==> config.mk <==
export PLATFORM = sky130hd
export DESIGN_NAME = exe_muldiv_top
export DESIGN_NICKNAME = d
export VERILOG_FILES = /design/src/muldiv_pkg.sv /design/src/exe_muldiv_top.sv /design/src/hilo_regs.sv /design/src/muldiv_core.sv /design/src/div_iter.sv /design/src/mult_pipe.sv
export VERILOG_INCLUDE_DIRS = /design/src
export SDC_FILE = /design/constraint.sdc
export NUM_CORES = 2
export LEC_CHECK = 0
export BUFFER_PORTS_ARGS = -buffer_cell sky130_fd_sc_hd__buf_2
export CORE_UTILIZATION = 42
export CTS_CLUSTER_SIZE = 8
export DETAILED_ROUTE_END_ITERATION = 10
export PLACE_DENSITY = 0.63
export SLEW_MARGIN = 30
export SYNTH_ARGS = -nofsm -noshare
export SYNTH_HDL_FRONTEND = slang
export SYNTH_HIERARCHICAL = 1
export SYNTH_SLANG_ARGS = --single-unit
==> constraint.sdc <==
create_clock -name clk -period 8.41 [get_ports clk]
set_input_delay 1.2615 -clock clk [delete_from_list [all_inputs] [get_ports clk]]
set_output_delay 1.2615 -clock clk [all_outputs]
set_load 0.005 [all_outputs]
==> src/muldiv_params.svh <==
`ifndef MULDIV_PARAMS_SVH
`define MULDIV_PARAMS_SVH

// operand width of the mul/div datapath
// multiplier and divider also run at 16 and 64
`define MD_XLEN 32

// restoring divider, one quotient bit per step
`define MD_DIV_STEPS `MD_XLEN

`endif
==> src/muldiv_pkg.sv <==
`include "muldiv_params.svh"

package muldiv_pkg;

    // mul/div operation code held by the pipeline
    typedef enum logic [3:0] {
        MD_NOP   = 4'd0,
        MD_MULT  = 4'd1,
        MD_MULTU = 4'd2,
        MD_MADD  = 4'd3,
        MD_MADDU = 4'd4,
        MD_MSUB  = 4'd5,
        MD_MSUBU = 4'd6,
        MD_DIV   = 4'd7,
        MD_DIVU  = 4'd8,
        MD_MTHI  = 4'd9,
        MD_MTLO  = 4'd10
    } md_op_e;

    // how HI/LO applies a result
    typedef enum logic [1:0] {
        ACC_SET = 2'b00,  // replace
        ACC_ADD = 2'b01,  // madd family
        ACC_SUB = 2'b10   // msub family
    } acc_mode_e;

    typedef struct packed {
        logic [`MD_XLEN-1:0] hi;
        logic [`MD_XLEN-1:0] lo;
    } hilo_t;

    // write request from the core to HI/LO
    typedef struct packed {
        logic      valid;
        acc_mode_e mode;
        hilo_t     hilo;
    } md_result_t;

endpackage

==> src/exe_muldiv_top.sv <==
`timescale 1ns/1ps
`include "muldiv_params.svh"

module exe_muldiv_top import muldiv_pkg::*; (
    input  logic                clk,
    input  logic                rst,
    input  logic                flush,
    input  md_op_e              op,
    input  logic [`MD_XLEN-1:0] src_a,
    input  logic [`MD_XLEN-1:0] src_b,
    output logic                finish,
    output logic                stall,
    output hilo_t               hilo
);

    md_result_t result;  // core to HI/LO write request

    muldiv_core muldiv_core_inst (
        .clk    (clk),
        .rst    (rst),
        .flush  (flush),
        .op     (op),
        .src_a  (src_a),
        .src_b  (src_b),
        .result (result),
        .finish (finish),
        .stall  (stall)
    );

    hilo_regs hilo_regs_inst (
        .clk    (clk),
        .rst    (rst),
        .op     (op),
        .src_a  (src_a),
        .result (result),
        .hilo   (hilo)
    );

endmodule

==> src/hilo_regs.sv <==
`timescale 1ns/1ps
`include "muldiv_params.svh"

module hilo_regs import muldiv_pkg::*; (
    input  logic                clk,
    input  logic                rst,
    input  md_op_e              op,
    input  logic [`MD_XLEN-1:0] src_a,
    input  md_result_t          result,
    output hilo_t               hilo
);

    logic [2*`MD_XLEN-1:0] cur;
    logic [2*`MD_XLEN-1:0] inc;
    logic [2*`MD_XLEN-1:0] acc_sum;
    logic [2*`MD_XLEN-1:0] acc_diff;

    // accumulate over the full 64-bit pair
    assign cur      = {hilo.hi, hilo.lo};
    assign inc      = {result.hilo.hi, result.hilo.lo};
    assign acc_sum  = cur + inc;
    assign acc_diff = cur - inc;

    always_ff @(posedge clk) begin
        if (rst) begin
            hilo <= '0;
        end else if (result.valid) begin
            case (result.mode)
                ACC_ADD: hilo <= hilo_t'(acc_sum);
                ACC_SUB: hilo <= hilo_t'(acc_diff);
                default: hilo <= result.hilo;
            endcase
        end else if (op == MD_MTHI) begin
            hilo.hi <= src_a;  // lo untouched
        end else if (op == MD_MTLO) begin
            hilo.lo <= src_a;
        end
    end

endmodule

==> src/muldiv_core.sv <==
`timescale 1ns/1ps
`include "muldiv_params.svh"

module muldiv_core import muldiv_pkg::*; (
    input  logic                clk,
    input  logic                rst,
    input  logic                flush,
    input  md_op_e              op,
    input  logic [`MD_XLEN-1:0] src_a,
    input  logic [`MD_XLEN-1:0] src_b,
    output md_result_t          result,
    output logic                finish,
    output logic                stall
);

    typedef enum logic [1:0] {MUL_IDLE, MUL_RUN, MUL_DONE} mul_state_e;
    typedef enum logic [1:0] {DIV_IDLE, DIV_START, DIV_WAIT} div_state_e;

    mul_state_e            mul_state;
    mul_state_e            mul_next;
    div_state_e            div_state;
    div_state_e            div_next;
    logic                  is_mul;
    logic                  is_div;
    logic                  is_signed;
    acc_mode_e             acc_mode;
    logic                  mul_finish;
    logic                  div_launch;
    logic                  div_start;
    logic                  div_busy;
    logic                  div_done;
    logic                  div_signed_q;
    logic [`MD_XLEN-1:0]   div_a_q;
    logic [`MD_XLEN-1:0]   div_b_q;
    logic [`MD_XLEN-1:0]   quotient;
    logic [`MD_XLEN-1:0]   remainder;
    logic [2*`MD_XLEN-1:0] product;

    assign is_mul    = op inside {MD_MULT, MD_MULTU, MD_MADD, MD_MADDU, MD_MSUB, MD_MSUBU};
    assign is_div    = op inside {MD_DIV, MD_DIVU};
    assign is_signed = op inside {MD_MULT, MD_MADD, MD_MSUB, MD_DIV};

    always_comb begin
        case (op)
            MD_MADD, MD_MADDU: acc_mode = ACC_ADD;
            MD_MSUB, MD_MSUBU: acc_mode = ACC_SUB;
            default:           acc_mode = ACC_SET;
        endcase
    end

    // multiply sequencing, fixed two cycles
    always_ff @(posedge clk) begin
        if (rst || flush) begin
            mul_state <= MUL_IDLE;
        end else begin
            mul_state <= mul_next;
        end
    end

    always_comb begin
        case (mul_state)
            MUL_IDLE: mul_next = is_mul ? MUL_RUN : MUL_IDLE;
            MUL_RUN:  mul_next = MUL_DONE;
            default:  mul_next = MUL_IDLE;
        endcase
    end

    assign mul_finish = (mul_state == MUL_DONE);

    // divide sequencing
    assign div_launch = (div_state == DIV_IDLE) && is_div && !div_busy;
    assign div_start  = (div_state == DIV_START);

    always_ff @(posedge clk) begin
        if (rst || flush) begin
            div_state <= DIV_IDLE;
        end else begin
            div_state <= div_next;
        end
    end

    always_comb begin
        case (div_state)
            DIV_IDLE:  div_next = div_launch ? DIV_START : DIV_IDLE;
            DIV_START: div_next = DIV_WAIT;
            DIV_WAIT:  div_next = div_done ? DIV_IDLE : DIV_WAIT;
            default:   div_next = DIV_IDLE;
        endcase
    end

    always_ff @(posedge clk) begin
        if (div_launch) begin
            div_a_q      <= src_a;
            div_b_q      <= src_b;
            div_signed_q <= is_signed;
        end
    end

    mult_pipe mult_pipe_inst (
        .clk       (clk),
        .a         (src_a),
        .b         (src_b),
        .is_signed (is_signed),
        .product   (product)
    );

    div_iter div_iter_inst (
        .clk       (clk),
        .rst       (rst),
        .flush     (flush),
        .start     (div_start),
        .is_signed (div_signed_q),
        .dividend  (div_a_q),
        .divisor   (div_b_q),
        .busy      (div_busy),
        .done      (div_done),
        .quotient  (quotient),
        .remainder (remainder)
    );

    assign finish = mul_finish || div_done;
    assign stall  = (is_mul && !mul_finish) || (is_div && !div_done);

    always_comb begin
        result.valid = finish && !flush;  // flushed op never reaches HI/LO
        if (mul_finish) begin
            result.mode = acc_mode;
            result.hilo = hilo_t'(product);
        end else begin
            result.mode    = ACC_SET;
            result.hilo.hi = remainder;  // MIPS layout
            result.hilo.lo = quotient;
        end
    end

endmodule

==> src/div_iter.sv <==
`timescale 1ns/1ps
`include "muldiv_params.svh"

module div_iter (
    input  logic                clk,
    input  logic                rst,
    input  logic                flush,
    input  logic                start,
    input  logic                is_signed,
    input  logic [`MD_XLEN-1:0] dividend,
    input  logic [`MD_XLEN-1:0] divisor,
    output logic                busy,
    output logic                done,
    output logic [`MD_XLEN-1:0] quotient,
    output logic [`MD_XLEN-1:0] remainder
);

    localparam int W     = `MD_XLEN;
    localparam int CNT_W = $clog2(`MD_DIV_STEPS);

    logic [CNT_W-1:0] cnt;       // steps left after this one
    logic             last_step;
    logic [W-1:0]     dvs_q;     // divisor magnitude
    logic             neg_quo;
    logic             neg_rem;
    logic [W-1:0]     a_abs;
    logic [W-1:0]     b_abs;
    logic [W:0]       shifted;
    logic [W:0]       diff;
    logic [W-1:0]     rem_step;
    logic [W-1:0]     quo_step;

    assign a_abs = (is_signed && dividend[W-1]) ? -dividend : dividend;
    assign b_abs = (is_signed && divisor[W-1]) ? -divisor : divisor;

    // quotient reg doubles as the dividend shift register
    assign shifted   = {remainder, quotient[W-1]};
    assign diff      = shifted - {1'b0, dvs_q};
    assign rem_step  = diff[W] ? shifted[W-1:0] : diff[W-1:0];  // restore on borrow
    assign quo_step  = {quotient[W-2:0], ~diff[W]};
    assign last_step = (cnt == '0);

    always_ff @(posedge clk) begin
        if (rst || flush) begin
            busy <= 1'b0;
            done <= 1'b0;
            cnt  <= '0;
        end else begin
            done <= 1'b0;
            if (start) begin
                busy <= 1'b1;
                cnt  <= CNT_W'(`MD_DIV_STEPS - 1);
            end else if (busy) begin
                if (last_step) begin
                    busy <= 1'b0;
                    done <= 1'b1;  // one-cycle strobe
                end else begin
                    cnt <= cnt - 1'b1;
                end
            end
        end
    end

    always_ff @(posedge clk) begin
        if (start) begin
            remainder <= '0;
            quotient  <= a_abs;
            dvs_q     <= b_abs;
            // x/0 keeps an all-ones quotient
            neg_quo   <= is_signed && (dividend[W-1] ^ divisor[W-1]) && (divisor != '0);
            neg_rem   <= is_signed && dividend[W-1];  // remainder follows dividend
        end else if (busy) begin
            if (last_step) begin
                // sign fix-up folded into the final step
                remainder <= neg_rem ? -rem_step : rem_step;
                quotient  <= neg_quo ? -quo_step : quo_step;
            end else begin
                remainder <= rem_step;
                quotient  <= quo_step;
            end
        end
    end

endmodule

==> src/mult_pipe.sv <==
`timescale 1ns/1ps
`include "muldiv_params.svh"

module mult_pipe (
    input  logic                  clk,
    input  logic [`MD_XLEN-1:0]   a,
    input  logic [`MD_XLEN-1:0]   b,
    input  logic                  is_signed,
    output logic [2*`MD_XLEN-1:0] product
);

    localparam int W = `MD_XLEN;

    logic [W-1:0]   a_abs;
    logic [W-1:0]   b_abs;
    logic           neg;
    logic [W-1:0]   a_abs_q;
    logic [W-1:0]   b_abs_q;
    logic           neg_q;
    logic [2*W-1:0] raw;

    // magnitudes so the array only has to be unsigned
    assign a_abs = (is_signed && a[W-1]) ? -a : a;
    assign b_abs = (is_signed && b[W-1]) ? -b : b;
    assign neg   = is_signed && (a[W-1] ^ b[W-1]);

    // stage one
    always_ff @(posedge clk) begin
        a_abs_q <= a_abs;
        b_abs_q <= b_abs;
        neg_q   <= neg;
    end

    assign raw = a_abs_q * b_abs_q;  // full 2W-bit product

    // stage two, sign restored
    always_ff @(posedge clk) begin
        if (neg_q) begin
            product <= -raw;
        end else begin
            product <= raw;
        end
    end

endmodule

==> results.sh <==
export IMPL_synth_area_um2=60400
export IMPL_dieArea_um2=145000
export IMPL_die_w_um=381
export IMPL_port_buffers=136
export IMPL_path_max_fanout=14
export IMPL_hold_viol_final=0
export IMPL_routed_via_count=51027
export IMPL_max_freq_mhz=122
export IMPL_slowest_delay_ns=0.59
export IMPL_via_per_inst=5.53
export IMPL_critPathKind="flip-flop to flip-flop"
export IMPL_cp_top_family="adder cells"
export IMPL_synthMuxAreaShare_pct=0.690
export IMPL_setup_violations_final=0
export IMPL_skew_ns=0.0362
export IMPL_grt_pass1_vias=51810
export IMPL_cp_common_cell="fa_1"
export IMPL_placementRows=138
export IMPL_design_area_um2=68100
export IMPL_synth_fp_nets=8413
export IMPL_synth_top_family_by_area="adder cells"
export IMPL_outcome="finished, final reports clean"
export IMPL_wl_per_cell_um=21.1
export IMPL_placed_cell_area_um2=65600
export IMPL_synth_cell_type_count=118
export IMPL_worstSkewPairLatency_ns=0.65
export IMPL_wl_um=195000
export IMPL_grt_setup_unrepaired="true"
export IMPL_die_h_um=381
export IMPL_synthAdderAreaFrac_pct=37.4
export IMPL_synthCells=7075
export IMPL_drive_gt1_share_pct=11.3
export IMPL_cts_tree="yes"
export IMPL_cp_buffers_inverters=8
export IMPL_synth_ff_type="dfxtp_1"
export IMPL_grt_pass1_wl_um=302000
export IMPL_antenna_found_initial=6
export IMPL_area_growth_pct=12.8
export IMPL_period_needed_ns=8.21
export IMPL_multi_input_comb_area_um2=47100
export IMPL_tns_ns=0
export IMPL_core_um2=142000
export IMPL_synth_simple_gate_area_share_pct=20.5
export IMPL_grt_usage_pct=26.5
export IMPL_path_clk_slew_ns=0.06
export IMPL_overflow=0
export IMPL_seq_area_um2=8700
export IMPL_htreeDepth=2
export IMPL_crit_arrival_ns=8.77
export IMPL_endpoint_kind="flip-flop"
export IMPL_synth_xor_area_share_pct=6.15
export IMPL_slew_headroom_pct=33.6
export IMPL_synth_compound_area_share_pct=12.3
export IMPL_period_share_pct=97.6
export IMPL_drv_cap=0
export IMPL_async_flop_share_pct=0
export IMPL_instances_no_fill=9225
export IMPL_drcViolationCount=0
export IMPL_start_util_pct=42.5
export IMPL_dpl_cell_count=9108
export IMPL_synth_area_leader_cell="fa_1"
export IMPL_fin_hold_ws_ns=0.478
export IMPL_synth_seq_cells=367
export IMPL_cts_sinks=367
export IMPL_final_nets=8629
export IMPL_hpwl_um=158000
export IMPL_first_pass_iters=6
export IMPL_critPathLaunchType="flip-flop"
export IMPL_synth_top_area_share_pct=29.8
export IMPL_worstMarginPinSlew_ns=0.995
export IMPL_ctsRootBufferMaster="clkbuf_16"
export IMPL_hold_path_class="flip-flop to flip-flop"
export IMPL_grt_max_degree=77
export IMPL_synthTopCellsByArea="fa_1 30%, dfxtp_1 7.8%, ha_1 7.6%"
export IMPL_drtAntennaViolNets=0
export IMPL_fill_cells=13654
export IMPL_synth_edff_count=131
export IMPL_avgSynthCellArea_um2=8.53
export IMPL_ios=137
export IMPL_yosysSeqAreaShare_pct=14.3
export IMPL_crit_required_ns=8.97
export IMPL_drt_iter0_markers=4208
export IMPL_numCtsBuffers=55
export IMPL_slowest_stage="or4_4"
export IMPL_place_congestion=0.980
export IMPL_slew_viol_final=0
export IMPL_cts_path_max_buffers=3
export IMPL_ys_warn_count=6
## layout by cell type, fill, tap and decap left out, types with 189 or more instances in the layout
cell type	n
buf_4	324
fa_1	889
dfxtp_1	220
nand2_1	967
inv_1	967
and2_1	624
a21oi_1	336
nor2_1	366
xnor2_1	272
ha_1	354
o21ai_0	189
## per-stage QoR
step	setup WS, ns	util, %
detailed placement	-0.0190	46.1
finish	0.201	47.9
floorplan	0.517	-
CTS	0.0237	47.3
global route	-0.0928	47.9
global placement	-0.0473	46.1
## synth_stat cells (24+ instances only)
library cell	instances
inv_1	969
nand2_1	968
fa_1	898
and2_1	627
nor2_1	372
ha_1	369
a21oi_1	351
clkbuf_1	328
xnor2_1	273
dfxtp_1	236
o21ai_0	197
xor2_1	149
edfxtp_1	131
nor3_1	98
a21o_1	68
nand3_1	65
nand4_1	63
or3_1	54
o211ai_1	53
o31ai_1	50
a31oi_1	43
nand2b_1	39
o21ai_1	39
a211oi_1	36
mux2i_1	36
nor4_1	36
o21a_1	35
buf_2	34
and3_1	28
a2111oi_0	27
o21bai_1	25
o41ai_1	25
nor2b_1	24
## final timing paths
kind                                                    endpoint  cells after the start                                                 from  slack [ns]
max          muldiv_core_inst/mult_pipe_inst/product[59]$_DFF_P_                     28  muldiv_core_inst/mult_pipe_inst/a_abs_q[10]$_DFF_P_        0.20
min                         hilo_regs_inst/hilo[15]$_SDFFE_PP0P_                      2                 hilo_regs_inst/hilo[15]$_SDFFE_PP0P_        0.48
max reg2reg  muldiv_core_inst/mult_pipe_inst/product[59]$_DFF_P_                     28  muldiv_core_inst/mult_pipe_inst/a_abs_q[10]$_DFF_P_        0.20
min reg2reg                 hilo_regs_inst/hilo[15]$_SDFFE_PP0P_                      2                 hilo_regs_inst/hilo[15]$_SDFFE_PP0P_        0.48
## registers in the layout, indices dropped and copies added (netlist names)
register                                  cells
hilo_regs_inst/hilo                          64
muldiv_core_inst/mult_pipe_inst/b_abs_q      32
muldiv_core_inst/div_iter_inst/remainder     32
muldiv_core_inst/div_iter_inst/dvs_q         32
muldiv_core_inst/div_signed_q                 1
muldiv_core_inst/div_iter_inst/cnt            5
muldiv_core_inst/div_iter_inst/neg_quo        1
muldiv_core_inst/div_a_q                     32
muldiv_core_inst/mult_pipe_inst/product      64
muldiv_core_inst/div_state                    2
muldiv_core_inst/mult_pipe_inst/a_abs_q      32
muldiv_core_inst/mul_state                    2
muldiv_core_inst/div_iter_inst/busy           1
muldiv_core_inst/div_iter_inst/neg_rem        1
muldiv_core_inst/div_b_q                     32
muldiv_core_inst/div_iter_inst/quotient      32
muldiv_core_inst/div_iter_inst/done           1
muldiv_core_inst/mult_pipe_inst/neg_q         1
## layer usage
| layer | track usage (%) | part of all wire, % |
|---|---|---|
| met1 | 37.3 | 45 |
| met2 | 42.9 | 46 |
| met3 | 2.65 | 6.3 |
| met4 | 8.10 | 3.3 |
| met5 | 0 | 0.0067 |
## kinds of logic after synthesis
| logic type | count (synthesis) |
|---|---|
| buffers and inverters | 1353 |
| multiplexers | 41 |
| flip-flops | 367 |
| AND/OR/NAND/NOR | 2492 |
| XOR/XNOR | 423 |
| AO/OA/AOI/OAI | 1132 |
| adder cells (fa/ha/maj) | 1267 |
## worst reg2reg max path: cells and delay by family (launching register included)
family                   cells  cell delay [ns]
AO/OA/AOI/OAI                3             0.54
XOR/XNOR                     1             0.16
adder cells (fa/ha/maj)      9             4.35
buffers and inverters        8             0.94
flip-flops                   1             0.34
AND/OR/NAND/NOR              7             1.80
## what timing repair did
action | in CTS | in global routing
hold buffers | 0 | 0
endpoints found under the setup margin | 6 | 29
pin swaps | 0 | 40
setup buffers | 0 | 12
gates resized for setup | 4 | 154
gates cloned | 0 | 3
## layout make-up
| type | instances | area share, % |
|---|---|---|
| multi-input cells | 5355 | 69.2 |
| flip-flops and latches | 367 | 12.8 |
| repair buffers | 542 | 6.74 |
| inverters | 970 | 5.35 |
| well taps | 1890 | 3.47 |
| clock buffers | 89 | 2.33 |
| clock inverters | 7 | 0.147 |
| diodes | 5 | 0.0184 |
Power is not shown: default switching activity piles up to over one toggle a cycle in this logic, so the estimate is an artifact.
